File: config.mk
export PLATFORM = sky130hd
export DESIGN_NAME = mulh_ctrl
export DESIGN_NICKNAME = d
export VERILOG_FILES = /design/src/mult_pkg.sv /design/src/mulh_ctrl.sv
export SDC_FILE = /design/constraint.sdc
export NUM_CORES = 1
export LEC_CHECK = 0
export BUFFER_PORTS_ARGS = -buffer_cell sky130_fd_sc_hd__buf_2
export CAP_MARGIN = 10
export CORE_AREA = 2 2 50 52
export DETAILED_ROUTE_END_ITERATION = 8
export DIE_AREA = 0 0 52 54
export GPL_TIMING_DRIVEN = 0
export HOLD_SLACK_MARGIN = 0.08
export PLACE_DENSITY = 0.77
export SYNTH_ARGS = -nofsm -noshare
export SYNTH_HDL_FRONTEND = slang
export SYNTH_SLANG_ARGS = --single-unit
File: constraint.sdc
create_clock -name clk -period 1.3 [get_ports clk]
set_input_delay 0.195 -clock clk [delete_from_list [all_inputs] [get_ports clk]]
set_output_delay 0.195 -clock clk [all_outputs]
set_load 0.01 [all_outputs]
File: src/mult_pkg.sv
// Subword MAC shared definitions
package mult_pkg;

  ////////////////////////////////////////////////////////////
  // Widths
  ////////////////////////////////////////////////////////////

  // Operand and result width
  localparam int unsigned DATA_W = 32;
  // Half-word operand width of the short multiplier
  localparam int unsigned HALF_W = 16;
  // Shift immediate width
  localparam int unsigned IMM_W  = 5;
  // Opcode width
  localparam int unsigned OP_W   = 4;

  // Right shift used in the first and third high-word steps
  localparam logic [IMM_W-1:0] MULH_SHIFT = 5'd16;

  ////////////////////////////////////////////////////////////
  // Opcodes and states
  ////////////////////////////////////////////////////////////

  typedef enum logic [OP_W-1:0] {
    MUL_MAC32 = 4'h0,
    MUL_MSU32 = 4'h1,
    MUL_I     = 4'h2,
    MUL_IR    = 4'h3,
    MUL_H     = 4'h6,
    MUL_DOT8  = 4'h4,
    MUL_DOT4  = 4'h8,
    MUL_DOT2  = 4'h9,
    MUL_DOT16 = 4'h5
  } mult_op_e;

  // High-word sequencer states
  typedef enum logic [2:0] {
    IDLE,
    STEP0,
    STEP1,
    STEP2,
    FINISH
  } mulh_state_e;

  ////////////////////////////////////////////////////////////
  // Structs
  ////////////////////////////////////////////////////////////

  // One multiplier request as issued by the EX stage
  typedef struct packed {
    mult_op_e          op;
    logic              short_subword;
    logic [1:0]        short_signed;   // bit 0 for op_a, bit 1 for op_b
    logic [1:0]        dot_signed;     // bit 1 for op_a, bit 0 for op_b
    logic [DATA_W-1:0] op_a;
    logic [DATA_W-1:0] op_b;
    logic [DATA_W-1:0] op_c;
    logic [IMM_W-1:0]  imm;
  } mult_req_t;

  // Overrides from the high-word sequencer into the short multiplier
  typedef struct packed {
    logic             active;
    logic [IMM_W-1:0] imm;
    logic [1:0]       subword;
    logic [1:0]       signed_sel;
    logic             shift_arith;
    logic             carry;
  } mulh_ctl_t;

endpackage
File: src/mulh_ctrl.sv
// High-word multiply sequencer
`timescale 1ns/1ps

module mulh_ctrl import mult_pkg::*; (
  input  logic      clk,
  input  logic      rst_n,
  input  logic      enable_i,
  input  mult_req_t req_i,
  input  logic      ex_ready_i,
  input  logic      mac_carry_i,
  output mulh_ctl_t ctl_o,
  output logic      multicycle_o,
  output logic      ready_o
);

  mulh_state_e state_q;
  mulh_state_e state_d;
  logic        carry_q;
  logic        carry_save;
  logic        carry_clear;

  ////////////////////////////////////////////////////////////
  // Next state and step control
  ////////////////////////////////////////////////////////////

  always_comb begin
    state_d             = state_q;
    ctl_o               = '0;
    ctl_o.active        = 1'b1;
    ctl_o.carry         = carry_q;
    carry_save          = 1'b0;
    carry_clear         = 1'b0;
    ready_o             = 1'b0;
    multicycle_o        = 1'b0;

    case (state_q)
      IDLE: begin
        ctl_o.active = 1'b0;
        ready_o      = 1'b1;
        if (enable_i && (req_i.op == MUL_H)) begin
          ready_o = 1'b0;
          state_d = STEP0;
        end
      end

      // AL * BL, both unsigned, no carry possible
      STEP0: begin
        multicycle_o = 1'b1;
        ctl_o.imm    = MULH_SHIFT;
        state_d      = STEP1;
      end

      // AL * BH, signed when b is signed; keep bit 32 of the sum
      STEP1: begin
        multicycle_o      = 1'b1;
        ctl_o.signed_sel  = {req_i.short_signed[1], 1'b0};
        ctl_o.subword     = 2'b10;
        ctl_o.shift_arith = 1'b1;
        carry_save        = 1'b1;
        state_d           = STEP2;
      end

      // AH * BL, signed when a is signed
      // Bits 33:32 are shifted down here, so the carry is dropped
      STEP2: begin
        multicycle_o      = 1'b1;
        ctl_o.signed_sel  = {1'b0, req_i.short_signed[0]};
        ctl_o.subword     = 2'b01;
        ctl_o.imm         = MULH_SHIFT;
        ctl_o.shift_arith = 1'b1;
        carry_save        = 1'b1;
        carry_clear       = 1'b1;
        state_d           = FINISH;
      end

      // AH * BH with the requested signedness, held under back-pressure
      FINISH: begin
        ctl_o.signed_sel = req_i.short_signed;
        ctl_o.subword    = 2'b11;
        ready_o          = 1'b1;
        if (ex_ready_i) begin
          state_d = IDLE;
        end
      end

      default: begin
        state_d = IDLE;
      end
    endcase
  end

  ////////////////////////////////////////////////////////////
  // State and carry registers
  ////////////////////////////////////////////////////////////

  always_ff @(posedge clk or negedge rst_n) begin
    if (!rst_n) begin
      state_q <= IDLE;
      carry_q <= 1'b0;
    end else begin
      state_q <= state_d;
      if (carry_save) begin
        carry_q <= ~carry_clear & mac_carry_i;
      end else if (ex_ready_i) begin
        // Next instruction starts clean
        carry_q <= 1'b0;
      end
    end
  end

  a_ready_not_multicycle: assert property (
    @(posedge clk) disable iff (!rst_n)
    !(ready_o && multicycle_o));

  a_step_order: assert property (
    @(posedge clk) disable iff (!rst_n)
    ((state_q == STEP0) |=> (state_q == STEP1)) and
    ((state_q == STEP1) |=> (state_q == STEP2)));

endmodule

==> summary.txt <==
Synth Instances - 38
Clk buf depth - 2
H-Tree Depth - 1
Seq/Total Area, Yosys - 0.288
Most frequent cells in the layout - 18 x buf_2, 12 x buf_4, 4 x buf_6, 4 x conb_1
Layout cell share with drive strength beyond 1 - 0.643
HP Class - in -> reg
Worst Path Buf+Inv - 1
DRT antenna net count - 0
Die ar. - 2810 um2
Seq cells post-synth - 4
Ys Warns - 0
CTS tree - built
Crit. End Element - primary output
CP startpoint - state_q[1]
CTS sink cnt - 4
Crit path DAT - 1.27 ns
Crit path cell chain - and3b_2 > or2_1 > buf_2
Via density per instance - 3.57
Drt pass-1 iters - 2
DRC Markers - 0
Total grt overflow - 0
Register-to-Register Setup Slack - 0.09 ns
Yosys cell types - 22
Largest net degree at the start of global routing - 10
GR Layer Usage met1 - 0.0795
Fin crit share - 1.13
Busiest grt layer - met2
RSZ-0062 raised after global routing - yes
RR Startpoint - state_q[2]
DR vias - 357
Final Core Density - 0.259
Final Wtd Congestion - 0.602
Top-Level Pins - 129
First DRT Iteration DRCs - 1
Reg area - 103 um2
PnR worst setup slack - -0.164 ns
Global-route wire length before repair - 1610 um
Ys async rst share - 1.00
Final min period - 1.46 ns
CP Launch Type - flop
Synthesized area - 348 um2
Worst Hold Launch - enable_i
Starting density of the core - 0.150
Dpl hpwl - 702 um
Reg2reg end - carry_q
Max-Cap Viols - 0
Clock skew - 0.00430 ns
Clock latency on the worst-skew pair - 0.23 ns
Clock-pin slew on the worst setup and hold paths - 0.04 ns
Power Density - 2290 nW/um2
Fillers - 248
# setup viols final - 8
Final Max Slew Viols - 0
Nets - 187
CORE AREA - 2320 um2
Placed Cells - 91
Initial antenna violation count - 0
Mean Syn Cell Area - 9.15 um2
EDFF count, synth - 0
Die H - 54 um
Cell Count, Final, Fillers Out - 100
Clock Root Buffer - clkbuf_4
R2R depth - 5
Area grow syn2layout - 72.7%
Overall Global Routing Usage - 0.0799
Vias in the first global route - 384
Critical setup path kind - reg -> out
Leak - 0.313 nW
Crit-path max FO - 9
Per-cell routed wire length - 9.69 um
Hold_ws - 0.253 ns
Hold Path Depth - 2
CTS Buf Count - 3
Final hold violation count - 0
Family with the most delay on the worst path - flip-flops
Port-buffer cells - 20
Min-Delay Endpoint - state_q[0]
Max stage delay cell, worst path - dfrtp_2
GR Layer Usage met3 - 0.0167
Final wirelength - 969 um
Pre-CTS setup slack - -0.0198 ns
Crit path required time - 1.11 ns
Max Clk Rate - 683 MHz
Chip width - 52 um
Failing checks - negative setup slack
Final Total Pwr - 1.38 mW
Inserted Diodes - 0
GR Util met2 - 0.156
Top_reg_cell synth - dfrtp_1
Rows - 18
Status - finished with violations
Multi-input gate area - 195 um2
Commonest non-fill, non-tap cell in the layout - buf_2
Max stage delay on crit path - 0.46 ns
VDD IR-drop max - 0.570 mV
==> report_power, final <==
part | total [mW] | switching [mW] | internal, mW
combinational | 0.952 | 0.415 | 0.536
clock | 0.151 | 0.0475 | 0.103
sequential | 0.273 | 0.0835 | 0.189
total | 1.38 | 0.546 | 0.829
==> repair_timing <==
item / in CTS / in global routing
hold endpoints to repair: 4 / 0
pin swaps: 4 / 0
setup endpoints to repair: 8 / 8
hold buffers: 1 / 0
gates resized for setup: 8 / 0
gates cloned: 0 / 0
buffers inserted: 7 / 1
==> Yosys cell counts, drive strengths merged (2+ instances only) <==
cell | instances | share of area
xnor2 | 2 | 0.050
buf | 9 | 0.19
inv | 2 | 0.022
dfrtp | 4 | 0.29
nor3b | 2 | 0.043
nor2 | 5 | 0.054
==> how the worst max path moves through the flow <==
stage | slack [ns] | to | cells after the start
2_1_floorplan | 0.12 | ctl_o[4] | 3
5_1_grt | -0.24 | ctl_o[4] | 4
4_1_cts | -0.18 | ctl_o[4] | 4
6_report | -0.16 | ctl_o[4] | 3
3_5_place_dp | -0.02 | ctl_o[4] | 4
3_3_place_gp | -0.02 | ctl_o[4] | 4
==> cell type report <==
type	count	area share
Buffer	6	0.0812
Clock buffer	3	0.0375
Inverter	2	0.0125
Multi-Input combinational cell	26	0.325
Sequential cell	4	0.171
Tap cell	30	0.0625
Timing Repair Buffer	29	0.310
==> cell families (layout without fill, tap and decap cells) <==
group | count (synthesis) | after routing | synth area share
compound gates | 5 | 5 | 0.115
xor+xnor | 2 | 2 | 0.0504
buf+inv | 11 | 40 | 0.212
flops | 4 | 4 | 0.288
other cells | 1 | 4 | 0.0108
simple gates | 15 | 15 | 0.324
==> per-layer routing <==
layer | part of all wire | wire [um] | vias up
met3 | 0.040 | 39 | 0
met4 | 0 | 0 | 0
met2 | 0.60 | 585 | 8
met5 | 0 | 0 | -
li1 | - | - | 183
met1 | 0.36 | 344 | 166
==> per-stage QoR <==
step | TNS (ns) | cell area, um2
global placement | -0.0162 | 497
finish | -0.787 | 601
CTS | -0.910 | 593
global route | -1.40 | 601
detailed placement | -0.0198 | 497
floorplan | 0 | 359
==> worst register-to-register path, cell delays in order (launching register included) <==
cell     delay, ns
dfrtp_1       0.35
buf_6         0.14
buf_4         0.11
and2b_2       0.23
buf_4         0.13
o21ai_0       0.16
==> registers in the layout, summed over array words and instances (netlist names) <==
register,count
state_q,3
carry_q,1
(Power assumes the default switching activity.)
