File: config.mk
export PLATFORM = sky130hd
export DESIGN_NAME = short_mult
export DESIGN_NICKNAME = d
export VERILOG_FILES = /design/src/mult_pkg.sv /design/src/short_mult.sv
export SDC_FILE = /design/constraint.sdc
export NUM_CORES = 1
export LEC_CHECK = 0
export BUFFER_PORTS_ARGS = -buffer_cell sky130_fd_sc_hd__buf_2
export CAP_MARGIN = 20
export CORE_MARGIN = 2
export CORE_UTILIZATION = 50
export DETAILED_ROUTE_END_ITERATION = 7
export GPL_TIMING_DRIVEN = 1
export PLACE_DENSITY = 0.69
export SLEW_MARGIN = 20
export SYNTH_ARGS = -nofsm -noshare
export SYNTH_HDL_FRONTEND = slang
export SYNTH_SLANG_ARGS = --single-unit
File: constraint.sdc
create_clock -name vclk -period 22.8
set_clock_uncertainty 0.1 [all_clocks]
set_input_delay 6.84 -clock vclk [all_inputs]
set_output_delay 6.84 -clock vclk [all_outputs]
set_load 0.02 [all_outputs]
File: src/mult_pkg.sv
// Subword MAC shared definitions
package mult_pkg;

  ////////////////////////////////////////////////////////////
  // Widths
  ////////////////////////////////////////////////////////////

  // Operand and result width
  localparam int unsigned DATA_W = 32;
  // Half-word operand width of the short multiplier
  localparam int unsigned HALF_W = 16;
  // Shift immediate width
  localparam int unsigned IMM_W  = 5;
  // Opcode width
  localparam int unsigned OP_W   = 4;

  // Right shift used in the first and third high-word steps
  localparam logic [IMM_W-1:0] MULH_SHIFT = 5'd16;

  ////////////////////////////////////////////////////////////
  // Opcodes and states
  ////////////////////////////////////////////////////////////

  typedef enum logic [OP_W-1:0] {
    MUL_MAC32 = 4'h0,
    MUL_MSU32 = 4'h1,
    MUL_I     = 4'h2,
    MUL_IR    = 4'h3,
    MUL_H     = 4'h6,
    MUL_DOT8  = 4'h4,
    MUL_DOT4  = 4'h8,
    MUL_DOT2  = 4'h9,
    MUL_DOT16 = 4'h5
  } mult_op_e;

  // High-word sequencer states
  typedef enum logic [2:0] {
    IDLE,
    STEP0,
    STEP1,
    STEP2,
    FINISH
  } mulh_state_e;

  ////////////////////////////////////////////////////////////
  // Structs
  ////////////////////////////////////////////////////////////

  // One multiplier request as issued by the EX stage
  typedef struct packed {
    mult_op_e          op;
    logic              short_subword;
    logic [1:0]        short_signed;   // bit 0 for op_a, bit 1 for op_b
    logic [1:0]        dot_signed;     // bit 1 for op_a, bit 0 for op_b
    logic [DATA_W-1:0] op_a;
    logic [DATA_W-1:0] op_b;
    logic [DATA_W-1:0] op_c;
    logic [IMM_W-1:0]  imm;
  } mult_req_t;

  // Overrides from the high-word sequencer into the short multiplier
  typedef struct packed {
    logic             active;
    logic [IMM_W-1:0] imm;
    logic [1:0]       subword;
    logic [1:0]       signed_sel;
    logic             shift_arith;
    logic             carry;
  } mulh_ctl_t;

endpackage
File: src/short_mult.sv
// 16x16 short multiplier with shift
`timescale 1ns/1ps

module short_mult import mult_pkg::*; (
  input  mult_req_t         req_i,
  input  mulh_ctl_t         mulh_ctl_i,
  output logic [DATA_W-1:0] result_o,
  output logic              mac_carry_o
);

  logic [IMM_W-1:0]  short_imm;
  logic [1:0]        short_subword;
  logic [1:0]        short_signed;
  logic              short_shift_arith;

  logic [HALF_W-1:0] half_a;
  logic [HALF_W-1:0] half_b;
  logic [HALF_W:0]   ext_a;
  logic [HALF_W:0]   ext_b;
  logic [DATA_W:0]   ext_c;

  logic [DATA_W-1:0] round_tmp;
  logic [DATA_W-1:0] round_val;
  logic [DATA_W+1:0] short_mul;
  logic [DATA_W+1:0] short_mac;
  logic [DATA_W+1:0] short_shifted;
  logic              mac_msb1;
  logic              mac_msb0;

  ////////////////////////////////////////////////////////////
  // Control select
  ////////////////////////////////////////////////////////////

  assign short_imm         = mulh_ctl_i.active ? mulh_ctl_i.imm : req_i.imm;
  assign short_subword     = mulh_ctl_i.active ? mulh_ctl_i.subword
                                               : {2{req_i.short_subword}};
  assign short_signed      = mulh_ctl_i.active ? mulh_ctl_i.signed_sel : req_i.short_signed;
  assign short_shift_arith = mulh_ctl_i.active ? mulh_ctl_i.shift_arith
                                               : req_i.short_signed[0];

  ////////////////////////////////////////////////////////////
  // Operands
  ////////////////////////////////////////////////////////////

  // subword bit 0 picks the half of op_a, bit 1 the half of op_b
  assign half_a = short_subword[0] ? req_i.op_a[DATA_W-1:HALF_W] : req_i.op_a[HALF_W-1:0];
  assign half_b = short_subword[1] ? req_i.op_b[DATA_W-1:HALF_W] : req_i.op_b[HALF_W-1:0];

  assign ext_a  = {short_signed[0] & half_a[HALF_W-1], half_a};
  assign ext_b  = {short_signed[1] & half_b[HALF_W-1], half_b};

  // The saved carry acts as bit 32 of the running high-word sum
  assign ext_c  = mulh_ctl_i.active ? {mulh_ctl_i.carry, req_i.op_c}
                                    : {req_i.op_c[DATA_W-1], req_i.op_c};

  // Half of 2^imm for the rounding form
  assign round_tmp = 32'h0000_0001 << req_i.imm;
  assign round_val = (req_i.op == MUL_IR) ? {1'b0, round_tmp[DATA_W-1:1]} : '0;

  ////////////////////////////////////////////////////////////
  // Multiply, accumulate, shift
  ////////////////////////////////////////////////////////////

  assign short_mul = $signed(ext_a) * $signed(ext_b);
  assign short_mac = $signed(ext_c) + $signed(short_mul) + $signed({2'b00, round_val});

  // High-word steps keep the two extra sum bits, normal ops extend bit 31
  assign mac_msb1  = mulh_ctl_i.active ? short_mac[DATA_W+1] : short_mac[DATA_W-1];
  assign mac_msb0  = mulh_ctl_i.active ? short_mac[DATA_W]   : short_mac[DATA_W-1];

  assign short_shifted = $signed({short_shift_arith & mac_msb1,
                                  short_shift_arith & mac_msb0,
                                  short_mac[DATA_W-1:0]}) >>> short_imm;

  assign result_o    = short_shifted[DATA_W-1:0];
  assign mac_carry_o = short_mac[DATA_W];

  // Decoder never issues b-signed with a-unsigned to the short unit
  a_short_signed_legal: assert final (
    $isunknown(req_i.op) ||
    !(req_i.op inside {MUL_I, MUL_IR, MUL_H}) ||
    (req_i.short_signed != 2'b10))
    else $error("short_signed 2'b10 on short or high-word op");

endmodule

==> summary.md <==
| Metric | Value |
|---|---|
| Syn Inst Count | 1831 |
| Setup_tns | 0 ps |
| Measured slew at the worst slew-check pin | 826 ps |
| Drt via density | 5.73 |
| Most frequent cells in the layout | 369 x fa_1, 359 x inv_1, 226 x nand2_1, 198 x nor2_1, 153 x buf_2 |
| Die H | 183 um |
| Fin crit period | 22440 ps |
| Final Setup Violations | 0 |
| CP max FO | 24 |
| Initial DRC Count | 952 |
| Kind of critical path | primary input to primary output |
| Initial antenna violation count | 0 |
| First-pass GRT wire length | 73300 um |
| Drt drc | 0 |
| Status | finished, final reports clean |
| Register area | 0 um2 |
| Startpoint types | primary input |
| Hold Vio Cnt, Final | 0 |
| Vias in the first global route | 13869 |
| GR Overflow Total | 0 |
| FFs & Latches | 0 |
| Number of max-cap violations | 0 |
| Final Net Count | 2580 |
| DR WL/cell | 19.3 um |
| Syn Nets | 2429 |
| Dpl hpwl | 40300 um |
| Syn Area/Cell | 8.73 um2 |
| Slew margin rel. | 0.450 |
| CP max stage cell | mux2i_1 |
| Overall Global Routing Usage | 0.280 |
| Post-synthesis cell type count | 78 |
| Fmax | 44.6 MHz |
| Initial Utilization | 0.507 |
| Chip Width | 183 um |
| Core box area | 31600 um2 |
| Sequential share of the synthesized area | 0 |
| Routed wire length | 45900 um |
| YS warnings | 0 |
| Fill count | 2985 |
| Hold buffer count at cts | 0 |
| Port bufs | 153 |
| P&R area growth vs syn | 9.68% |
| I/O pins | 155 |
| Die area | 33400 um2 |
| DRT antenna net count | 0 |
| Most common cell after layout, fill and taps aside | fa_1 |
| Row Count | 65 |
| Max incr delay on CP | 600 ps |
| DRT Pass-1 Iters | 5 |
| WP data arrival | 15500 ps |
| Pins Over Slew Limit | 0 |
| Clock buffer count | 0 |
| Share of cells above drive strength 1 | 0.156 |
| CP endpoint kind | primary output |
| Routability Congestion | 0.931 |
| Worst min path class | primary input to primary output |
| Mapped Area | 16000 um2 |
| Antenna diodes | 0 |
| Tcrit/Tclk final | 0.984 |
| Most frequent cell on the critical path | fa_1 |
| Required time worst endpoint | 15860 ps |
| Pin count of the biggest net entering global routing | 38 |
| RSZ-0062 raised after global routing | no |
| Via count | 13645 |
[area by class of cell]
class                      count  area, um2  share of cell area
timing repair buffer         216       1250              0.0713
multi-input combinational   1405      14400               0.823
inverter                     359       1350              0.0768
tap                          402        503              0.0287
[timing repair]
| item | CTS | global route |
|---|---|---|
| resized for setup | 0 | 5 |
| setup buffers | 0 | 2 |
| endpoints found under the hold margin | 0 | 0 |
| setup endpoints to repair | 0 | 15 |
[worst max-delay path, delay by kind of cell]
kind                     cells  cell delay (ps)
AND/OR/NAND/NOR              4              870
multiplexers                 1              600
buffers and inverters        7             1330
adder cells (fa/ha/maj)      8             3690
AO/OA/AOI/OAI                9             2150
[metal layers]
| layer | GRT usage | vias up | wire [um] |
|---|---|---|---|
| met3 | 0.0304 | 102 | 3200 |
| met1 | 0.395 | 6892 | 19100 |
| li1 | - | 6130 | - |
| met5 | 0 | - | 0 |
| met2 | 0.460 | 521 | 22000 |
| met4 | 0.0822 | 0 | 1600 |
[through the flow]
stage / cell area [um2] / instances / setup WS [ps] / utilization / hold WS, ps
3_3_place_gp: 17500 / 2380 / 327 / 0.554 / 14290
3_5_place_dp: 17500 / 2380 / 324 / 0.554 / 14290
2_1_floorplan: 16000 / 1831 / 541 / - / 14010
4_1_cts: 17500 / 2380 / 307 / 0.554 / 14290
5_1_grt: 17500 / 2382 / 22.0 / 0.556 / 14310
6_report: 17500 / 2382 / 362 / 0.556 / 14300
[cell usage after synthesis (4+ instances only)]
master | number | area, um2
fa_1 | 369 | 7390
inv_1 | 359 | 1350
nand2_1 | 226 | 848
nor2_1 | 199 | 747
ha_1 | 107 | 1340
mux2i_1 | 78 | 781
clkbuf_1 | 53 | 199
a21oi_1 | 50 | 250
mux2_2 | 46 | 518
o21ai_0 | 27 | 135
xnor2_1 | 25 | 219
a211oi_1 | 22 | 165
nand3_1 | 18 | 90.1
nor3_1 | 18 | 90.1
o211ai_1 | 18 | 135
a21o_1 | 14 | 105
xor2_1 | 14 | 123
a31oi_1 | 13 | 81.3
o21a_1 | 11 | 82.6
a221oi_1 | 10 | 87.6
and2_1 | 10 | 62.6
and3_1 | 9 | 56.3
o21ai_1 | 8 | 40.0
or2_2 | 8 | 50.1
buf_2 | 6 | 30.0
nor4_1 | 6 | 37.5
a22oi_1 | 5 | 37.5
buf_1 | 5 | 18.8
nand2b_1 | 5 | 31.3
o2bb2ai_1 | 5 | 43.8
o31ai_1 | 5 | 37.5
a21oi_2 | 4 | 35.0
nand4_1 | 4 | 25.0
[worst paths after layout]
kind | slack, ps | endpoint | start | depth (start not counted)
min | 14300 | result_o[8] | mulh_ctl_i[10] | 5
max | 360 | result_o[1] | mulh_ctl_i[11] | 29
[logic make-up after synthesis]
| family | after synthesis | synth area share |
|---|---|---|
| adder cells (fa/ha/maj) | 476 | 0.546 |
| AND/OR/NAND/NOR | 518 | 0.134 |
| XOR/XNOR | 40 | 0.0224 |
| multiplexers | 125 | 0.0826 |
| buffers and inverters | 426 | 0.102 |
| AO/OA/AOI/OAI | 246 | 0.113 |
Power is left out: the tool's default activity adds up to more than one toggle a clock period on the data nets, which glitch-free logic cannot reach.
