--- src/mult_pkg.sv ---
// Subword MAC shared definitions
package mult_pkg;

  ////////////////////////////////////////////////////////////
  // Widths
  ////////////////////////////////////////////////////////////

  // Operand and result width
  localparam int unsigned DATA_W = 32;
  // Half-word operand width of the short multiplier
  localparam int unsigned HALF_W = 16;
  // Shift immediate width
  localparam int unsigned IMM_W  = 5;
  // Opcode width
  localparam int unsigned OP_W   = 4;

  // Right shift used in the first and third high-word steps
  localparam logic [IMM_W-1:0] MULH_SHIFT = 5'd16;

  ////////////////////////////////////////////////////////////
  // Opcodes and states
  ////////////////////////////////////////////////////////////

  typedef enum logic [OP_W-1:0] {
    MUL_MAC32 = 4'h0,
    MUL_MSU32 = 4'h1,
    MUL_I     = 4'h2,
    MUL_IR    = 4'h3,
    MUL_H     = 4'h6,
    MUL_DOT8  = 4'h4,
    MUL_DOT4  = 4'h8,
    MUL_DOT2  = 4'h9,
    MUL_DOT16 = 4'h5
  } mult_op_e;

  // High-word sequencer states
  typedef enum logic [2:0] {
    IDLE,
    STEP0,
    STEP1,
    STEP2,
    FINISH
  } mulh_state_e;

  ////////////////////////////////////////////////////////////
  // Structs
  ////////////////////////////////////////////////////////////

  // One multiplier request as issued by the EX stage
  typedef struct packed {
    mult_op_e          op;
    logic              short_subword;
    logic [1:0]        short_signed;   // bit 0 for op_a, bit 1 for op_b
    logic [1:0]        dot_signed;     // bit 1 for op_a, bit 0 for op_b
    logic [DATA_W-1:0] op_a;
    logic [DATA_W-1:0] op_b;
    logic [DATA_W-1:0] op_c;
    logic [IMM_W-1:0]  imm;
  } mult_req_t;

  // Overrides from the high-word sequencer into the short multiplier
  typedef struct packed {
    logic             active;
    logic [IMM_W-1:0] imm;
    logic [1:0]       subword;
    logic [1:0]       signed_sel;
    logic             shift_arith;
    logic             carry;
  } mulh_ctl_t;

endpackage
--- src/subword_dot.sv ---
// Lane-parallel dot product
`timescale 1ns/1ps

module subword_dot import mult_pkg::*; #(
  parameter int unsigned LANE_W = 8
) (
  input  mult_req_t         req_i,
  output logic [DATA_W-1:0] result_o
);

  localparam int unsigned LANES  = DATA_W / LANE_W;
  localparam int unsigned PROD_W = 2 * LANE_W + 2;

  logic signed [LANE_W:0]   lane_a    [LANES];
  logic signed [LANE_W:0]   lane_b    [LANES];
  logic signed [PROD_W-1:0] lane_prod [LANES];

  ////////////////////////////////////////////////////////////
  // Lane split and products
  ////////////////////////////////////////////////////////////

  for (genvar i = 0; i < LANES; i++) begin : g_lane
    // dot_signed bit 1 extends op_a, bit 0 extends op_b
    assign lane_a[i] = {req_i.dot_signed[1] & req_i.op_a[i*LANE_W+LANE_W-1],
                        req_i.op_a[i*LANE_W +: LANE_W]};
    assign lane_b[i] = {req_i.dot_signed[0] & req_i.op_b[i*LANE_W+LANE_W-1],
                        req_i.op_b[i*LANE_W +: LANE_W]};

    assign lane_prod[i] = lane_a[i] * lane_b[i];
  end

  ////////////////////////////////////////////////////////////
  // Reduction
  ////////////////////////////////////////////////////////////

  // Sign-extended lane products summed onto the accumulator, mod 2^32
  always_comb begin
    result_o = req_i.op_c;
    for (int i = 0; i < LANES; i++) begin
      result_o = result_o + DATA_W'(lane_prod[i]);
    end
  end

endmodule

--- config.mk ---
export PLATFORM = sky130hd
export DESIGN_NAME = subword_dot
export DESIGN_NICKNAME = d
export VERILOG_FILES = /design/src/mult_pkg.sv /design/src/subword_dot.sv
export SDC_FILE = /design/constraint.sdc
export NUM_CORES = 1
export LEC_CHECK = 0
export BUFFER_PORTS_ARGS = -buffer_cell sky130_fd_sc_hd__buf_2
export CAP_MARGIN = 20
export CORE_ASPECT_RATIO = 1.75
export CORE_UTILIZATION = 35
export DETAILED_ROUTE_END_ITERATION = 10
export PLACE_DENSITY_LB_ADDON = 0.15
export SETUP_SLACK_MARGIN = 0.3
export SLEW_MARGIN = 10
export SYNTH_ARGS = -nofsm -noshare
export SYNTH_HDL_FRONTEND = slang
export SYNTH_SLANG_ARGS = --single-unit
--- constraint.sdc ---
create_clock -name vclk -period 11.6
set_input_delay 1.16 -clock vclk [all_inputs]
set_output_delay 1.16 -clock vclk [all_outputs]
set_load 0.01 [all_outputs]
==> results of run 1 <==
## what timing repair did
action | 4_1_cts | 5_1_grt
setup buffers | 0 | 1
gates resized for setup | 1 | 7
pin swaps | 0 | 2
endpoints found under the setup margin | 1 | 5
## layout by cell type (no fill, tap or decap), types with 4 or more instances in the layout
| cell type | instances |
|---|---|
| sky130_fd_sc_hd__nor2b_1 | 11 |
| sky130_fd_sc_hd__nor3_1 | 8 |
| sky130_fd_sc_hd__xor2_1 | 20 |
| sky130_fd_sc_hd__and3_1 | 16 |
| sky130_fd_sc_hd__nand2_1 | 179 |
| sky130_fd_sc_hd__or2_2 | 24 |
| sky130_fd_sc_hd__o21ai_1 | 4 |
| sky130_fd_sc_hd__a21o_1 | 18 |
| sky130_fd_sc_hd__ha_1 | 184 |
| sky130_fd_sc_hd__fa_1 | 372 |
| sky130_fd_sc_hd__xnor2_1 | 78 |
| sky130_fd_sc_hd__buf_4 | 17 |
| sky130_fd_sc_hd__o21bai_1 | 8 |
| sky130_fd_sc_hd__nand2b_1 | 6 |
| sky130_fd_sc_hd__and2_1 | 120 |
| sky130_fd_sc_hd__nor2_1 | 51 |
| sky130_fd_sc_hd__o21a_1 | 21 |
| sky130_fd_sc_hd__o31a_1 | 6 |
| sky130_fd_sc_hd__buf_2 | 129 |
| sky130_fd_sc_hd__xnor2_2 | 4 |
| sky130_fd_sc_hd__inv_1 | 420 |
| sky130_fd_sc_hd__o21ai_0 | 13 |
| sky130_fd_sc_hd__or3_1 | 6 |
| sky130_fd_sc_hd__nand3_1 | 14 |
| sky130_fd_sc_hd__o211ai_1 | 4 |
| sky130_fd_sc_hd__a21oi_1 | 41 |
## routing by layer
metal  global-route usage  share of wire  routed length, um
met1                0.191           0.35              13400
met2                0.361           0.58              21900
met4               0.0404          0.028               1060
met5                    0         0.0017                 63
met3               0.0232          0.037               1390
## cell type report
type                            count  share of cell area
Multi-Input combinational cell   1248               0.818
Tap cell                          572              0.0420
Inverter                          422              0.0930
Timing Repair Buffer              148              0.0465
## worst min-delay path by stage
stage,start,end,slack (ns),cells after the start
after floorplan,req_i[69],result_o[0],2.58,2
after global placement,req_i[37],result_o[0],2.91,4
after detailed placement,req_i[69],result_o[0],2.90,4
after CTS,req_i[69],result_o[0],2.91,4
after global routing,req_i[69],result_o[0],2.93,4
final,req_i[69],result_o[0],2.88,4
## metrics by stage
step / hold WS [ns] / std cells / utilization
floorplan: 2.58 / 1718 / -
finish: 2.88 / 2390 / 0.386
global route: 2.93 / 2390 / 0.386
detailed placement: 2.90 / 2389 / 0.385
CTS: 2.91 / 2389 / 0.385
global placement: 2.91 / 2388 / 0.385
## cells by family after synthesis
family / Yosys count / share of synthesized area
buffers and inverters: 470 / 0.113
adders and majority gates: 556 / 0.622
AOI/OAI and AO/OA: 149 / 0.0691
xor gates and xnor gates: 103 / 0.0589
and+or+nand+nor: 440 / 0.137
## worst max-delay path, delay by kind of cell
kind / cells / cell delay [ns]
adders and majority gates: 9 / 4.12
AOI/OAI and AO/OA: 10 / 2.47
buffers and inverters: 6 / 0.73
and+or+nand+nor: 3 / 0.65
xor gates and xnor gates: 2 / 0.60
## cells in the mapped netlist, types with 4 or more instances
library cell	instances	area, sq um
sky130_fd_sc_hd__inv_1	422	1580
sky130_fd_sc_hd__fa_1	372	7450
sky130_fd_sc_hd__ha_1	184	2300
sky130_fd_sc_hd__nand2_1	179	672
sky130_fd_sc_hd__and2_1	121	757
sky130_fd_sc_hd__xnor2_1	81	709
sky130_fd_sc_hd__nor2_1	51	191
sky130_fd_sc_hd__clkbuf_1	48	180
sky130_fd_sc_hd__a21oi_1	42	210
sky130_fd_sc_hd__or2_2	24	150
sky130_fd_sc_hd__o21a_1	21	158
sky130_fd_sc_hd__xor2_1	20	175
sky130_fd_sc_hd__a21o_1	18	135
sky130_fd_sc_hd__and3_1	16	100
sky130_fd_sc_hd__nand3_1	14	70.1
sky130_fd_sc_hd__o21ai_0	13	65.1
sky130_fd_sc_hd__nor2b_1	11	68.8
sky130_fd_sc_hd__nor3_1	8	40.0
sky130_fd_sc_hd__o21bai_1	8	60.1
sky130_fd_sc_hd__nand2b_1	6	37.5
sky130_fd_sc_hd__o31a_1	6	52.6
sky130_fd_sc_hd__or3_1	6	37.5
sky130_fd_sc_hd__o211ai_1	4	30.0
sky130_fd_sc_hd__o21ai_1	4	20.0
==> run_results.csv, run 1 <==
group,metric,value,unit
status,run_status,"finished, final reports clean",
logic_synthesis,syn_area_per_cell,9.12,sq um
cells_and_area,multi_input_comb_area,0.0139,sq mm
detailed_routing,initialDrtViolationCount,280,
critical_path,cp-startpoint,"req_i[102]",
cells_and_area,areaGrowthSynthToFinish,8.69,%
detailed_routing,antenna_left,0,
logic_synthesis,yosys.cell_types.count,51,
floorplanning,placementRows,102,
critical_path,critPathMaxStageDelay,0.53,ns
floorplanning,floorplan.core_area,0.0442,sq mm
grt,number_of_global_route_vias_before_repair,12844,
place,dpl_worst_slack,0.260,ns
logic_synthesis,syn_nets,2384,
grt,grt_pass1_wl,64500,um
place,placedInstanceArea,0.0170,sq mm
timing,timing_max_transition_violations_final,0,
grt,antenna_found_initial,5,
logic_synthesis,yosys_warnings,0,
logic_synthesis,synthCells,1718,
timing,rsz0062_at_grt,"no",
grt,gr-total-overflow,0,
run,maxCapViolations,0,
worst_hold_path,class_of_the_tightest_hold_or_removal_check,"in2out",
timing,period_needed,10.92,ns
critical_path,crit_path_category,"in2out",
cells_and_area,ff_latch_area,0,sq um
timing,finalSetupTns,0,ns
timing,fin_crit_sh,0.942,
critical_path,crit_path_end,"result_o[30]",
cells_and_area,layout.cell_area.non_filler,0.0170,sq mm
detailed_routing,detail_route.wirelength,37800,um
logic_synthesis,fraction_of_the_yosys_area_taken_by_sequential_cells,0,
timing,timing.slew.headroom,0.590,
critical_path,timing.critical_path.fanout_max,9,
floorplanning,pin_count,142,
grt,maximum_number_of_pins_on_one_net_before_global_route_repair,18,
timing,worst_slack,0.678,ns
floorplanning,floorplan.die_area,0.0457,sq mm
grt,groute.usage.overall,0.178,
cts,cts_hold_buf,0,
critical_path,crit_arrival,9.76,ns
critical_path,timing.critical_path.to_type,"primary output",
cells_and_area,antenna-diode-count,0,
detailed_routing,remaining_drc_errors,0,
critical_path,worstPathRequired,10.44,ns
cells_and_area,final.fill_count,4563,
detailed_routing,detail_route.wl_per_cell,15.8,um
timing,tightest_slew,0.610,ns
cells_and_area,sequential_cell_total,0,
cells_and_area,final.clkbuf_count,0,
detailed_routing,routed_via_density,4.72,
cells_and_area,drive_above_1_share,0.105,
critical_path,worstSetupStartpointType,"primary input",
critical_path,path_common_cell,"sky130_fd_sc_hd__fa_1",
place,detail_placement_hpwl,35100,um
logic_synthesis,synth.cell_area,0.0157,sq mm
floorplanning,die_width,162,um
place,port_buffers,130,
critical_path,slowest_stage,"sky130_fd_sc_hd__fa_1",
timing,fmax,0.0916,GHz
floorplanning,floorplan.initialDensity,0.355,
detailed_routing,drt_pass1_iterations,4,
timing,setup_viol,0,
floorplanning,die_y,282,um
cells_and_area,finalNetCount,2486,
timing,timing.final.hold_violations,0,
place,place.gp.congestion,0.814,
detailed_routing,dr_total_vias,11283,
Power of run 1 is left out: the tool's default activity adds up to more than one toggle a clock period on the data nets, which glitch-free logic cannot reach.
==> run 2: changes to the inputs <==
--- a/config.mk
+++ b/config.mk
@@ -8,11 +8,11 @@
 export BUFFER_PORTS_ARGS = -buffer_cell sky130_fd_sc_hd__buf_2
 export CAP_MARGIN = 20
 export CORE_ASPECT_RATIO = 1.75
-export CORE_UTILIZATION = 35
+export CORE_UTILIZATION = 46
 export DETAILED_ROUTE_END_ITERATION = 10
 export PLACE_DENSITY_LB_ADDON = 0.15
 export SETUP_SLACK_MARGIN = 0.3
-export SLEW_MARGIN = 10
+export SLEW_MARGIN = 30
 export SYNTH_ARGS = -nofsm -noshare
 export SYNTH_HDL_FRONTEND = slang
 export SYNTH_SLANG_ARGS = --single-unit
==> run 2 against run 1 <==
  * Non-clock buffer count up 4
  * Sequential share of layout area unchanged
  * First-iteration DRC count up 24%
  * Worst hold slack better by 0.033 ns
  * Final cell count down 4.7%
  * Routed wire length down 7.7%
  * Final area down 0.68%
  * Setup slack worse by 0.012 ns
  * Critical endpoint unchanged
==> run_results.csv, run 2 (synthesis results as in run 1) <==
group,metric,value,unit
detailed_routing,dr_total_vias,11403,
floorplanning,pin_count,142,
floorplanning,floorplan.core_area,0.0336,sq mm
detailed_routing,initialDrtViolationCount,348,
critical_path,path_common_cell,"sky130_fd_sc_hd__fa_1",
detailed_routing,remaining_drc_errors,0,
critical_path,worstSetupStartpointType,"primary input",
place,detail_placement_hpwl,31900,um
status,run_status,"finished, final reports clean",
grt,groute.layer.met2.usage,0.428,
cells_and_area,ff_latch_area,0,sq um
timing,timing.slew.headroom,0.540,
detailed_routing,detail_route.wirelength,34900,um
critical_path,critPathMaxStageDelay,0.53,ns
grt,grt_max_usage_layer,"met2",
critical_path,crit_arrival,9.77,ns
floorplanning,floorplan.die_area,0.0348,sq mm
critical_path,timing.critical_path.fanout_max,17,
grt,grt_pass1_wl,59700,um
cells_and_area,final.clkbuf_count,0,
grt,gr-total-overflow,0,
detailed_routing,drt_pass1_iterations,4,
floorplanning,placementRows,89,
cells_and_area,drive_above_1_share,0.106,
grt,groute.usage.overall,0.216,
detailed_routing,routed_via_density,5.01,
critical_path,slowest_stage,"sky130_fd_sc_hd__fa_1",
timing,fin_crit_sh,0.943,
floorplanning,die_width,142,um
grt,groute.layer.met3.usage,0.0270,
critical_path,worstPathRequired,10.44,ns
cells_and_area,commonest_non_fill_non_tap_cells_in_the_layout,"sky130_fd_sc_hd__inv_1, sky130_fd_sc_hd__fa_1, sky130_fd_sc_hd__ha_1",
grt,grt_use_met1,0.239,
timing,timing_max_transition_violations_final,0,
floorplanning,floorplan.initialDensity,0.466,
cells_and_area,finalNetCount,2490,
critical_path,crit_path_category,"in2out",
cells_and_area,layout.cells.most_common,"sky130_fd_sc_hd__inv_1",
worst_hold_path,class_of_the_tightest_hold_or_removal_check,"in2out",
critical_path,timing.critical_path.to_type,"primary output",
timing,setup_viol,0,
timing,timing.final.hold_violations,0,
grt,maximum_number_of_pins_on_one_net_before_global_route_repair,18,
timing,fmax,0.0915,GHz
place,port_buffers,130,
place,place.gp.congestion,0.874,
run,maxCapViolations,0,
timing,period_needed,10.93,ns
timing,tightest_slew,0.691,ns
cells_and_area,sequential_cell_total,0,
timing,finalSetupTns,0,ns
detailed_routing,detail_route.wl_per_cell,15.3,um
timing,rsz0062_at_grt,"no",
grt,number_of_global_route_vias_before_repair,12412,
detailed_routing,antenna_left,0,
grt,antenna_found_initial,5,
floorplanning,die_y,246,um
cells_and_area,areaGrowthSynthToFinish,7.96,%
run 2: critical path: cells and delay by family:
kind | cells | cell delay, ns
xor+xnor | 2 | 0.57
buf+inv | 6 | 0.78
simple gates | 3 | 0.68
fa+ha+maj | 9 | 4.10
compound gates | 10 | 2.45
run 2: per-layer routing:
metal	vias to the layer above	routed length, um
met5	-	49
met4	8	954
met3	52	1430
met2	203	20000
met1	5792	12500
li1	5348	-
run 2: timing repair:
action,in CTS,in global routing
setup endpoints to repair,0,7
gates resized for setup,0,5
buffers inserted,0,7
hold buffers,0,0
run 2: area by class of cell:
class,instances,area [sq um]
multi-input combinational,1248,13900
timing repair buffer,152,816
tap,455,569
inverter,422,1590
fill,3322,16700
antenna,1,2.50
run 2: through the flow:
step | hold WS (ns) | area, sq um | util | cells | setup slack [ns]
finish | 2.91 | 16900 | 0.503 | 2278 | 0.667
global route | 2.93 | 16900 | 0.503 | 2278 | 0.299
CTS | 2.93 | 16800 | 0.501 | 2270 | 0.472
detailed placement | 2.93 | 16800 | 0.501 | 2270 | 0.488
global placement | 2.91 | 16800 | 0.501 | 2270 | 0.625
floorplan | 2.58 | 15700 | - | 1718 | 1.05
run 2: path summary, 6_finish.rpt:
| check | startpoint | to | slack, ns | cells after the start |
|---|---|---|---|---|
| setup / recovery | req_i[102] | result_o[30] | 0.67 | 30 |
| hold / removal | req_i[69] | result_o[0] | 2.91 | 4 |
Power of run 2 is left out for the same reason.
