<file path="config.mk">
export PLATFORM = sky130hd
export DESIGN_NAME = int_mac
export DESIGN_NICKNAME = d
export VERILOG_FILES = /design/src/mult_pkg.sv /design/src/int_mac.sv
export SDC_FILE = /design/constraint.sdc
export NUM_CORES = 1
export LEC_CHECK = 0
export BUFFER_PORTS_ARGS = -buffer_cell sky130_fd_sc_hd__clkbuf_2
export CAP_MARGIN = 25
export CORE_MARGIN = 2
export CORE_UTILIZATION = 45
export DETAILED_ROUTE_END_ITERATION = 8
export MAX_ROUTING_LAYER = met4
export SYNTH_ARGS = -nofsm -noshare
export SYNTH_HDL_FRONTEND = slang
export SYNTH_SLANG_ARGS = --single-unit
</file>
<file path="constraint.sdc">
create_clock -name vclk -period 16.8
set_clock_uncertainty 0.05 [all_clocks]
set_input_delay 0.84 -clock vclk [all_inputs]
set_output_delay 0.84 -clock vclk [all_outputs]
set_load 0.01 [all_outputs]
</file>
<file path="src/mult_pkg.sv">
// Subword MAC shared definitions
package mult_pkg;

  ////////////////////////////////////////////////////////////
  // Widths
  ////////////////////////////////////////////////////////////

  // Operand and result width
  localparam int unsigned DATA_W = 32;
  // Half-word operand width of the short multiplier
  localparam int unsigned HALF_W = 16;
  // Shift immediate width
  localparam int unsigned IMM_W  = 5;
  // Opcode width
  localparam int unsigned OP_W   = 4;

  // Right shift used in the first and third high-word steps
  localparam logic [IMM_W-1:0] MULH_SHIFT = 5'd16;

  ////////////////////////////////////////////////////////////
  // Opcodes and states
  ////////////////////////////////////////////////////////////

  typedef enum logic [OP_W-1:0] {
    MUL_MAC32 = 4'h0,
    MUL_MSU32 = 4'h1,
    MUL_I     = 4'h2,
    MUL_IR    = 4'h3,
    MUL_H     = 4'h6,
    MUL_DOT8  = 4'h4,
    MUL_DOT4  = 4'h8,
    MUL_DOT2  = 4'h9,
    MUL_DOT16 = 4'h5
  } mult_op_e;

  // High-word sequencer states
  typedef enum logic [2:0] {
    IDLE,
    STEP0,
    STEP1,
    STEP2,
    FINISH
  } mulh_state_e;

  ////////////////////////////////////////////////////////////
  // Structs
  ////////////////////////////////////////////////////////////

  // One multiplier request as issued by the EX stage
  typedef struct packed {
    mult_op_e          op;
    logic              short_subword;
    logic [1:0]        short_signed;   // bit 0 for op_a, bit 1 for op_b
    logic [1:0]        dot_signed;     // bit 1 for op_a, bit 0 for op_b
    logic [DATA_W-1:0] op_a;
    logic [DATA_W-1:0] op_b;
    logic [DATA_W-1:0] op_c;
    logic [IMM_W-1:0]  imm;
  } mult_req_t;

  // Overrides from the high-word sequencer into the short multiplier
  typedef struct packed {
    logic             active;
    logic [IMM_W-1:0] imm;
    logic [1:0]       subword;
    logic [1:0]       signed_sel;
    logic             shift_arith;
    logic             carry;
  } mulh_ctl_t;

endpackage
</file>
<file path="src/int_mac.sv">
// 32-bit multiply-accumulate datapath
`timescale 1ns/1ps

module int_mac import mult_pkg::*; (
  input  mult_req_t         req_i,
  output logic [DATA_W-1:0] result_o
);

  logic              is_msu;
  logic [DATA_W-1:0] op_a_msu;
  logic [DATA_W-1:0] op_b_msu;
  logic [DATA_W-1:0] product;

  assign is_msu = (req_i.op == MUL_MSU32);

  // Negated product without a separate negator
  // (~a) * b + b equals -(a * b)
  assign op_a_msu = req_i.op_a ^ {DATA_W{is_msu}};
  assign op_b_msu = req_i.op_b & {DATA_W{is_msu}};

  // Low word only, so signedness of the factors does not matter
  assign product  = op_a_msu * req_i.op_b;

  assign result_o = req_i.op_c + op_b_msu + product;

endmodule

</file>
==> impl_metrics.toml, run 1 <==
[global_routing]
globalRoute.totalOverflow = 0
groute.layer.met3.usage = 0.0276
first_global_vias = 14726
antenna_found_initial = 1
grt.busiest_layer = "met2"
gr-usage-met1 = 0.332
met2_usage = 0.409
global_route_wire_length_before_repair_mm = 81.0
grt_max_degree = 36
global_route.usage.total = 0.248

[worst_hold_path]
hold_class = "input pin to primary output"

[cts]
postCtsSetupRepairBufs = 0
postCtsHoldBufs = 0
cts-resized-gates = 0

[worst_setup_path]
worst_ep_required_time_ns = 15.91
critical-path-slowest-cell = "sky130_fd_sc_hd__xnor2_1"
worst-path-buf-inv = 8
timing_worst_setup_path_type = "input pin to primary output"
timing.critical_path.fanout_max = 33
worst_setup_path_start_kind = "input pin"
critPathMostFrequentCell = "sky130_fd_sc_hd__fa_1"
worst_path_dominant_cell_family = "adder cells"
cpPeakStageDelay_ns = 0.97
timing.critical_path.arrival_ns = 10.46
end_kind = "primary output"

[final_layout]
area.sequential_um2 = 0
final.fill_count = 3920
design.final.nets = 2827
design.seq.count = 0
area_growth_pct = 6.23
instances_no_fill = 2648
n_clock_buffer = 0
final_layout_size_suffix_gt1_frac = 0.0870

[logic_synthesis]
postSynthCellCount = 2056
synthesis.nets = 2766
post_synth_main_area_contributors = "sky130_fd_sc_hd__fa_1 50%, sky130_fd_sc_hd__and2_1 11%, sky130_fd_sc_hd__inv_1 11%, sky130_fd_sc_hd__ha_1 9.0%, sky130_fd_sc_hd__nand2_1 4.3%"
syn_area_per_cell_um2 = 9.03
mappedNetlistArea_um2 = 18600
largest_area_contributor_in_the_netlist = "sky130_fd_sc_hd__fa_1"
synth_seq_area_share = 0
post-synth-top-count-cell = "sky130_fd_sc_hd__inv_1"
yosys_warnings = 0
synth_top_cell_area_share = 0.504
ys_top_cells_by_count = "533 x sky130_fd_sc_hd__inv_1, 467 x sky130_fd_sc_hd__fa_1, 322 x sky130_fd_sc_hd__and2_1"
ys_types = 51

[run]
max_cap_violations = 0

[timing]
finalWorstPathRequiredPeriod_ns = 11.35
fin_setup_tns_ns = 0
fmaxAchievable_mhz = 88.1
worst-slew-pin-transition_ns = 1.05
slew_headroom = 0.296
slew_viol_final = 0
timing.final.crit_share = 0.676
postLayoutSetupSlackWorst_ns = 5.45
hold_viol_final = 0
setup-violations-final = 0
unrepaired_setup_endpoints_after_global_routing = "false"

[drt]
num_vias = 13314
first_iter_violations = 707
wl_mm = 49.8
remaining_drc_errors = 0
antenna_violating_nets_post_route = 0
via_per_inst = 5.03
wire_per_inst_um = 18.8
detail_route.first_pass.iterations = 6

[placement]
dp_worst_setup_slack_ns = 5.42
routabilityCongestion = 0.907
dp_hpwl_mm = 40.3
place_inst = 2646
numPortBuffers = 132

[floorplanning]
fp.dieH_um = 207
design.core.area_um2 = 40700
row_count = 74
io-pin-count = 142
die_area_um2 = 42900
die_w_um = 207
initial_core_utilization = 0.456

[run_status]
status = "complete, no violations"
layer usage:
metal | routed length, um | vias to the layer above | part of all wire
met2 | 24000 | 361 | 0.48
met1 | 21800 | 6908 | 0.44
li1 | - | 5983 | -
met5 | 0 | - | 0
met4 | 1390 | 0 | 0.028
met3 | 2650 | 62 | 0.053
worst paths after layout:
kind	depth (start not counted)	to	start	slack (ns)
max	29	result_o[30]	req_i[109]	5.45
min	4	result_o[0]	req_i[5]	2.10
stage by stage:
| step | hold slack (ns) | util | cell area (um^2) |
|---|---|---|---|
| after floorplan | 1.90 | - | 18600 |
| after global placement | 2.08 | 0.484 | 19700 |
| after detailed placement | 2.11 | 0.484 | 19700 |
| after CTS | 2.11 | 0.484 | 19700 |
| after global routing | 2.12 | 0.484 | 19700 |
| final | 2.10 | 0.484 | 19700 |
area by class of cell:
type / count / area (um^2) / area share
timing repair buffer: 154 / 830 / 0.0421
antenna: 1 / 2.50 / 0.000127
inverter: 533 / 2000 / 0.101
tap: 532 / 666 / 0.0338
multi-input combinational: 1428 / 16200 / 0.823
layout by cell type, fill, tap and decap left out, drive strengths merged, types with 2 or more instances in the layout:
master | synthesis | routed
o211ai | 11 | 11
nor2 | 13 | 13
o21ai | 25 | 25
o31ai | 2 | 2
a21o | 13 | 13
fa | 467 | 467
and2 | 322 | 322
or3 | 2 | 2
o21bai | 5 | 5
o21a | 4 | 4
nand2b | 10 | 10
nand3 | 2 | 2
a31oi | 3 | 3
nor2b | 26 | 26
nand2 | 215 | 215
buf | 6 | 22
inv | 533 | 533
xor2 | 19 | 19
clkbuf | 89 | 132
nor3b | 3 | 3
o41ai | 2 | 2
nor3 | 2 | 2
nor4b | 2 | 2
ha | 133 | 133
a21oi | 23 | 23
nand4 | 3 | 3
a31o | 2 | 2
nor4 | 2 | 2
xnor2 | 103 | 103
cell families after synthesis:
group	share of synthesized area
fa+ha+maj	0.593
compound gates	0.0344
buf+inv	0.129
xor+xnor	0.0683
simple gates	0.175
Power of run 1 is not shown: default switching activity piles up to over one toggle a cycle in this logic, so the estimate is an artifact.
==> inputs of run 2 (changes only) <==
- clock period: 16.8 -> 10.6 ns (I/O delays scaled with it)
==> impl_metrics.toml, run 2 (synthesis results as in run 1) <==
[run_status]
status = "complete, no violations"

[worst_setup_path]
crit_path_end = "result_o[30]"
crit_start = "req_i[109]"
worst_ep_required_time_ns = 10.02
timing.critical_path.fanout_max = 21
worst_setup_path_start_kind = "input pin"
timing.critical_path.arrival_ns = 9.46
timing_worst_setup_path_type = "input pin to primary output"
end_kind = "primary output"

[global_routing]
global_route_wire_length_before_repair_mm = 82.7
first_global_vias = 14976
global_route.usage.total = 0.252
globalRoute.totalOverflow = 0
grt_max_degree = 32
antenna_found_initial = 2

[timing]
slew_headroom = 0.331
slew_viol_final = 0
worst-slew-pin-transition_ns = 0.999
fmaxAchievable_mhz = 99.6
setup-violations-final = 0
fin_setup_tns_ns = 0
timing.final.crit_share = 0.947
unrepaired_setup_endpoints_after_global_routing = "false"
hold_viol_final = 0
finalWorstPathRequiredPeriod_ns = 10.04

[drt]
wl_mm = 50.4
via_per_inst = 5.00
wire_per_inst_um = 18.9
num_vias = 13347
remaining_drc_errors = 0
detail_route.first_pass.iterations = 5
antenna_violating_nets_post_route = 0
first_iter_violations = 670

[cts]
cts-resized-gates = 0
postCtsSetupRepairBufs = 0
postCtsHoldBufs = 0

[final_layout]
n_antenna_cell = 0
final_common_cell = "sky130_fd_sc_hd__inv_1"
design.final.nets = 2847
final.fill_count = 3958
final_layout_size_suffix_gt1_frac = 0.0951
area.sequential_um2 = 0
n_clock_buffer = 0
design.seq.count = 0
mostFrequentLayoutCells = "533 x sky130_fd_sc_hd__inv_1, 467 x sky130_fd_sc_hd__fa_1, 322 x sky130_fd_sc_hd__and2_1"
area_growth_pct = 6.96

[placement]
dp_hpwl_mm = 43.0
numPortBuffers = 132
routabilityCongestion = 0.909

[worst_hold_path]
hold_path_depth = 4
hold_class = "input pin to primary output"

[floorplanning]
design.core.area_um2 = 40700
row_count = 74
io-pin-count = 142
fp.dieH_um = 207
die_w_um = 207
initial_core_utilization = 0.456
die_area_um2 = 42900

[run]
max_cap_violations = 0
[run 2: changes by cell type in the layout (fill, tap and decap cells not counted)]
cell	before	now
sky130_fd_sc_hd__buf_4	21	42
sky130_fd_sc_hd__buf_6	1	0
sky130_fd_sc_hd__diode_2	1	0
sky130_fd_sc_hd__xnor2_1	80	81
sky130_fd_sc_hd__xnor2_2	19	18
[run 2: how the worst min path moves through the flow]
stage                     startpoint          end  slack [ns]
after floorplan             req_i[5]  result_o[0]        1.28
final                       req_i[5]  result_o[0]        1.46
after global placement      req_i[5]  result_o[0]        1.46
after detailed placement    req_i[5]  result_o[0]        1.47
after global routing        req_i[5]  result_o[0]        1.50
after CTS                   req_i[5]  result_o[0]        1.47
[run 2: final cells by class]
cell class,instances,area (um^2),share of cell area
inverter,533,2000,0.101
multi-input combinational,1428,16200,0.817
tap,532,666,0.0335
timing repair buffer,174,976,0.0491
[run 2: metrics by stage]
stage	cell area, um^2	worst slack [ns]	hold slack (ns)	util	cells
2_1_floorplan	18600	1.24	1.28	-	2056
3_3_place_gp	19900	0.615	1.46	0.487	2667
3_5_place_dp	19900	0.514	1.47	0.487	2667
4_1_cts	19900	0.450	1.47	0.487	2667
5_1_grt	19900	0.126	1.50	0.487	2667
6_report	19900	0.557	1.46	0.487	2667
[run 2: critical path, stage by stage]
cell and delay (ns):
sky130_fd_sc_hd__clkbuf_2 0.11, sky130_fd_sc_hd__or4b_4 0.82, sky130_fd_sc_hd__xnor2_2 0.62, sky130_fd_sc_hd__and2_1 0.24
sky130_fd_sc_hd__fa_1 0.43, sky130_fd_sc_hd__fa_1 0.50, sky130_fd_sc_hd__inv_1 0.05, sky130_fd_sc_hd__fa_1 0.48
sky130_fd_sc_hd__fa_1 0.49, sky130_fd_sc_hd__fa_1 0.56, sky130_fd_sc_hd__inv_1 0.06, sky130_fd_sc_hd__fa_1 0.50
sky130_fd_sc_hd__fa_1 0.50, sky130_fd_sc_hd__inv_1 0.05, sky130_fd_sc_hd__fa_1 0.48, sky130_fd_sc_hd__inv_1 0.05
sky130_fd_sc_hd__ha_1 0.33, sky130_fd_sc_hd__a21o_1 0.19, sky130_fd_sc_hd__a21o_1 0.16, sky130_fd_sc_hd__a21oi_1 0.12
sky130_fd_sc_hd__o21ai_0 0.22, sky130_fd_sc_hd__or3_1 0.39, sky130_fd_sc_hd__o211a_1 0.32, sky130_fd_sc_hd__a2111oi_2 0.46
sky130_fd_sc_hd__nor4b_1 0.10, sky130_fd_sc_hd__or4_1 0.52, sky130_fd_sc_hd__clkbuf_2 0.14
[run 2: routing by layer]
layer | track usage | part of all wire | vias to the layer above
li1 | - | - | 6019
met1 | 0.346 | 0.45 | 6935
met2 | 0.421 | 0.49 | 344
met3 | 0.0121 | 0.045 | 49
met4 | 0.0429 | 0.021 | 0
met5 | - | 0 | -
Power of run 2 is left out for the same reason.
==> inputs of run 3 (changes only) <==
- CELL_PAD_IN_SITES_DETAIL_PLACEMENT: not set -> 1
- CELL_PAD_IN_SITES_GLOBAL_PLACEMENT: not set -> 1
- CORE_UTILIZATION: 45 -> 50
- PLACE_DENSITY_LB_ADDON: not set -> 0.1
- clock period: 10.6 -> 11.5 ns (I/O delays scaled with it)
==> impl_metrics.toml, run 3 (synthesis results as in run 1) <==
[timing]
fin_setup_tns_ns = 0
setup-violations-final = 0
hold_viol_final = 0
slew_viol_final = 0
fmaxAchievable_mhz = 94.6
slew_headroom = 0.321
unrepaired_setup_endpoints_after_global_routing = "false"
timing.final.crit_share = 0.919
finalWorstPathRequiredPeriod_ns = 10.57
worst-slew-pin-transition_ns = 1.01

[drt]
detail_route.first_pass.iterations = 5
antenna_violating_nets_post_route = 0
via_per_inst = 5.30
remaining_drc_errors = 0
wire_per_inst_um = 21.4
wl_mm = 55.5
num_vias = 13769
first_iter_violations = 631

[placement]
dp_hpwl_mm = 46.8
numPortBuffers = 132
routabilityCongestion = 0.918

[floorplanning]
die_area_um2 = 38700
initial_core_utilization = 0.507
row_count = 70
die_w_um = 197
design.core.area_um2 = 36600
io-pin-count = 142
fp.dieH_um = 197

[worst_hold_path]
hold_class = "input pin to primary output"

[final_layout]
final.fill_count = 4336
area.sequential_um2 = 0
final_layout_size_suffix_gt1_frac = 0.0939
n_antenna_cell = 0
mostFrequentLayoutCells = "533 x sky130_fd_sc_hd__inv_1, 467 x sky130_fd_sc_hd__fa_1, 322 x sky130_fd_sc_hd__and2_1"
final_common_cell = "sky130_fd_sc_hd__inv_1"
area_growth_pct = 6.45
n_clock_buffer = 0
design.seq.count = 0
design.final.nets = 2843

[worst_setup_path]
critPathMostFrequentCell = "sky130_fd_sc_hd__fa_1"
critical-path-slowest-cell = "sky130_fd_sc_hd__or4b_4"
timing.critical_path.arrival_ns = 9.95
end_kind = "primary output"
timing_worst_setup_path_type = "input pin to primary output"
worst_setup_path_start_kind = "input pin"
cpPeakStageDelay_ns = 0.88
timing.critical_path.fanout_max = 27
worst_ep_required_time_ns = 10.88

[run_status]
status = "complete, no violations"

[cts]
cts-resized-gates = 0
postCtsHoldBufs = 0
postCtsSetupRepairBufs = 0

[global_routing]
first_global_vias = 16113
global_route_wire_length_before_repair_mm = 89.0
antenna_found_initial = 0
global_route.usage.total = 0.313
globalRoute.totalOverflow = 0
grt_max_degree = 33

[run]
max_cap_violations = 0
[run 3: cell count changes in the layout (fill, tap and decap cells not counted)]
cell,before,now
sky130_fd_sc_hd__buf_8,0,1
sky130_fd_sc_hd__xnor2_1,81,80
sky130_fd_sc_hd__xnor2_2,18,19
sky130_fd_sc_hd__buf_4,42,37
[run 3: worst paths after layout]
| kind | from | end | slack (ns) | cells after the start |
|---|---|---|---|---|
| worst min-delay path | req_i[5] | result_o[0] | 1.55 | 4 |
| worst max-delay path | req_i[109] | result_o[30] | 0.93 | 29 |
[run 3: layout make-up]
type	instances	area, um^2	share of cell area
inverter	533	2000	0.101
tap	468	586	0.0296
timing repair buffer	170	953	0.0482
multi-input combinational	1428	16200	0.821
[run 3: routing by layer]
layer | part of all wire | up-vias | wire length (um) | track usage
li1 | - | 6015 | - | -
met1 | 0.43 | 7274 | 24000 | 0.420
met2 | 0.48 | 408 | 26800 | 0.517
met3 | 0.056 | 72 | 3100 | 0.0315
met4 | 0.031 | 0 | 1690 | 0.0771
met5 | 0 | - | 0 | -
[run 3: stage by stage]
step                      worst slack (ns)   util  cell area (um^2)  hold WS (ns)  cells
after floorplan                       2.05      -             18600          1.37   2056
after CTS                            0.916  0.540             19800          1.56   2598
final                                0.927  0.540             19800          1.55   2599
after global placement               0.989  0.539             19700          1.54   2597
after detailed placement             0.917  0.540             19800          1.55   2598
after global routing                 0.575  0.540             19800          1.58   2599
[run 3: critical path: cells and delay by family]
family                     cells  cell delay, ns
and+or+nand+nor                5            1.99
AOI/OAI and AO/OA              6            1.64
buffers and inverters          8            0.82
adders and majority gates      9            4.24
xor gates and xnor gates       1            0.63
Power of run 3 is left out for the same reason.
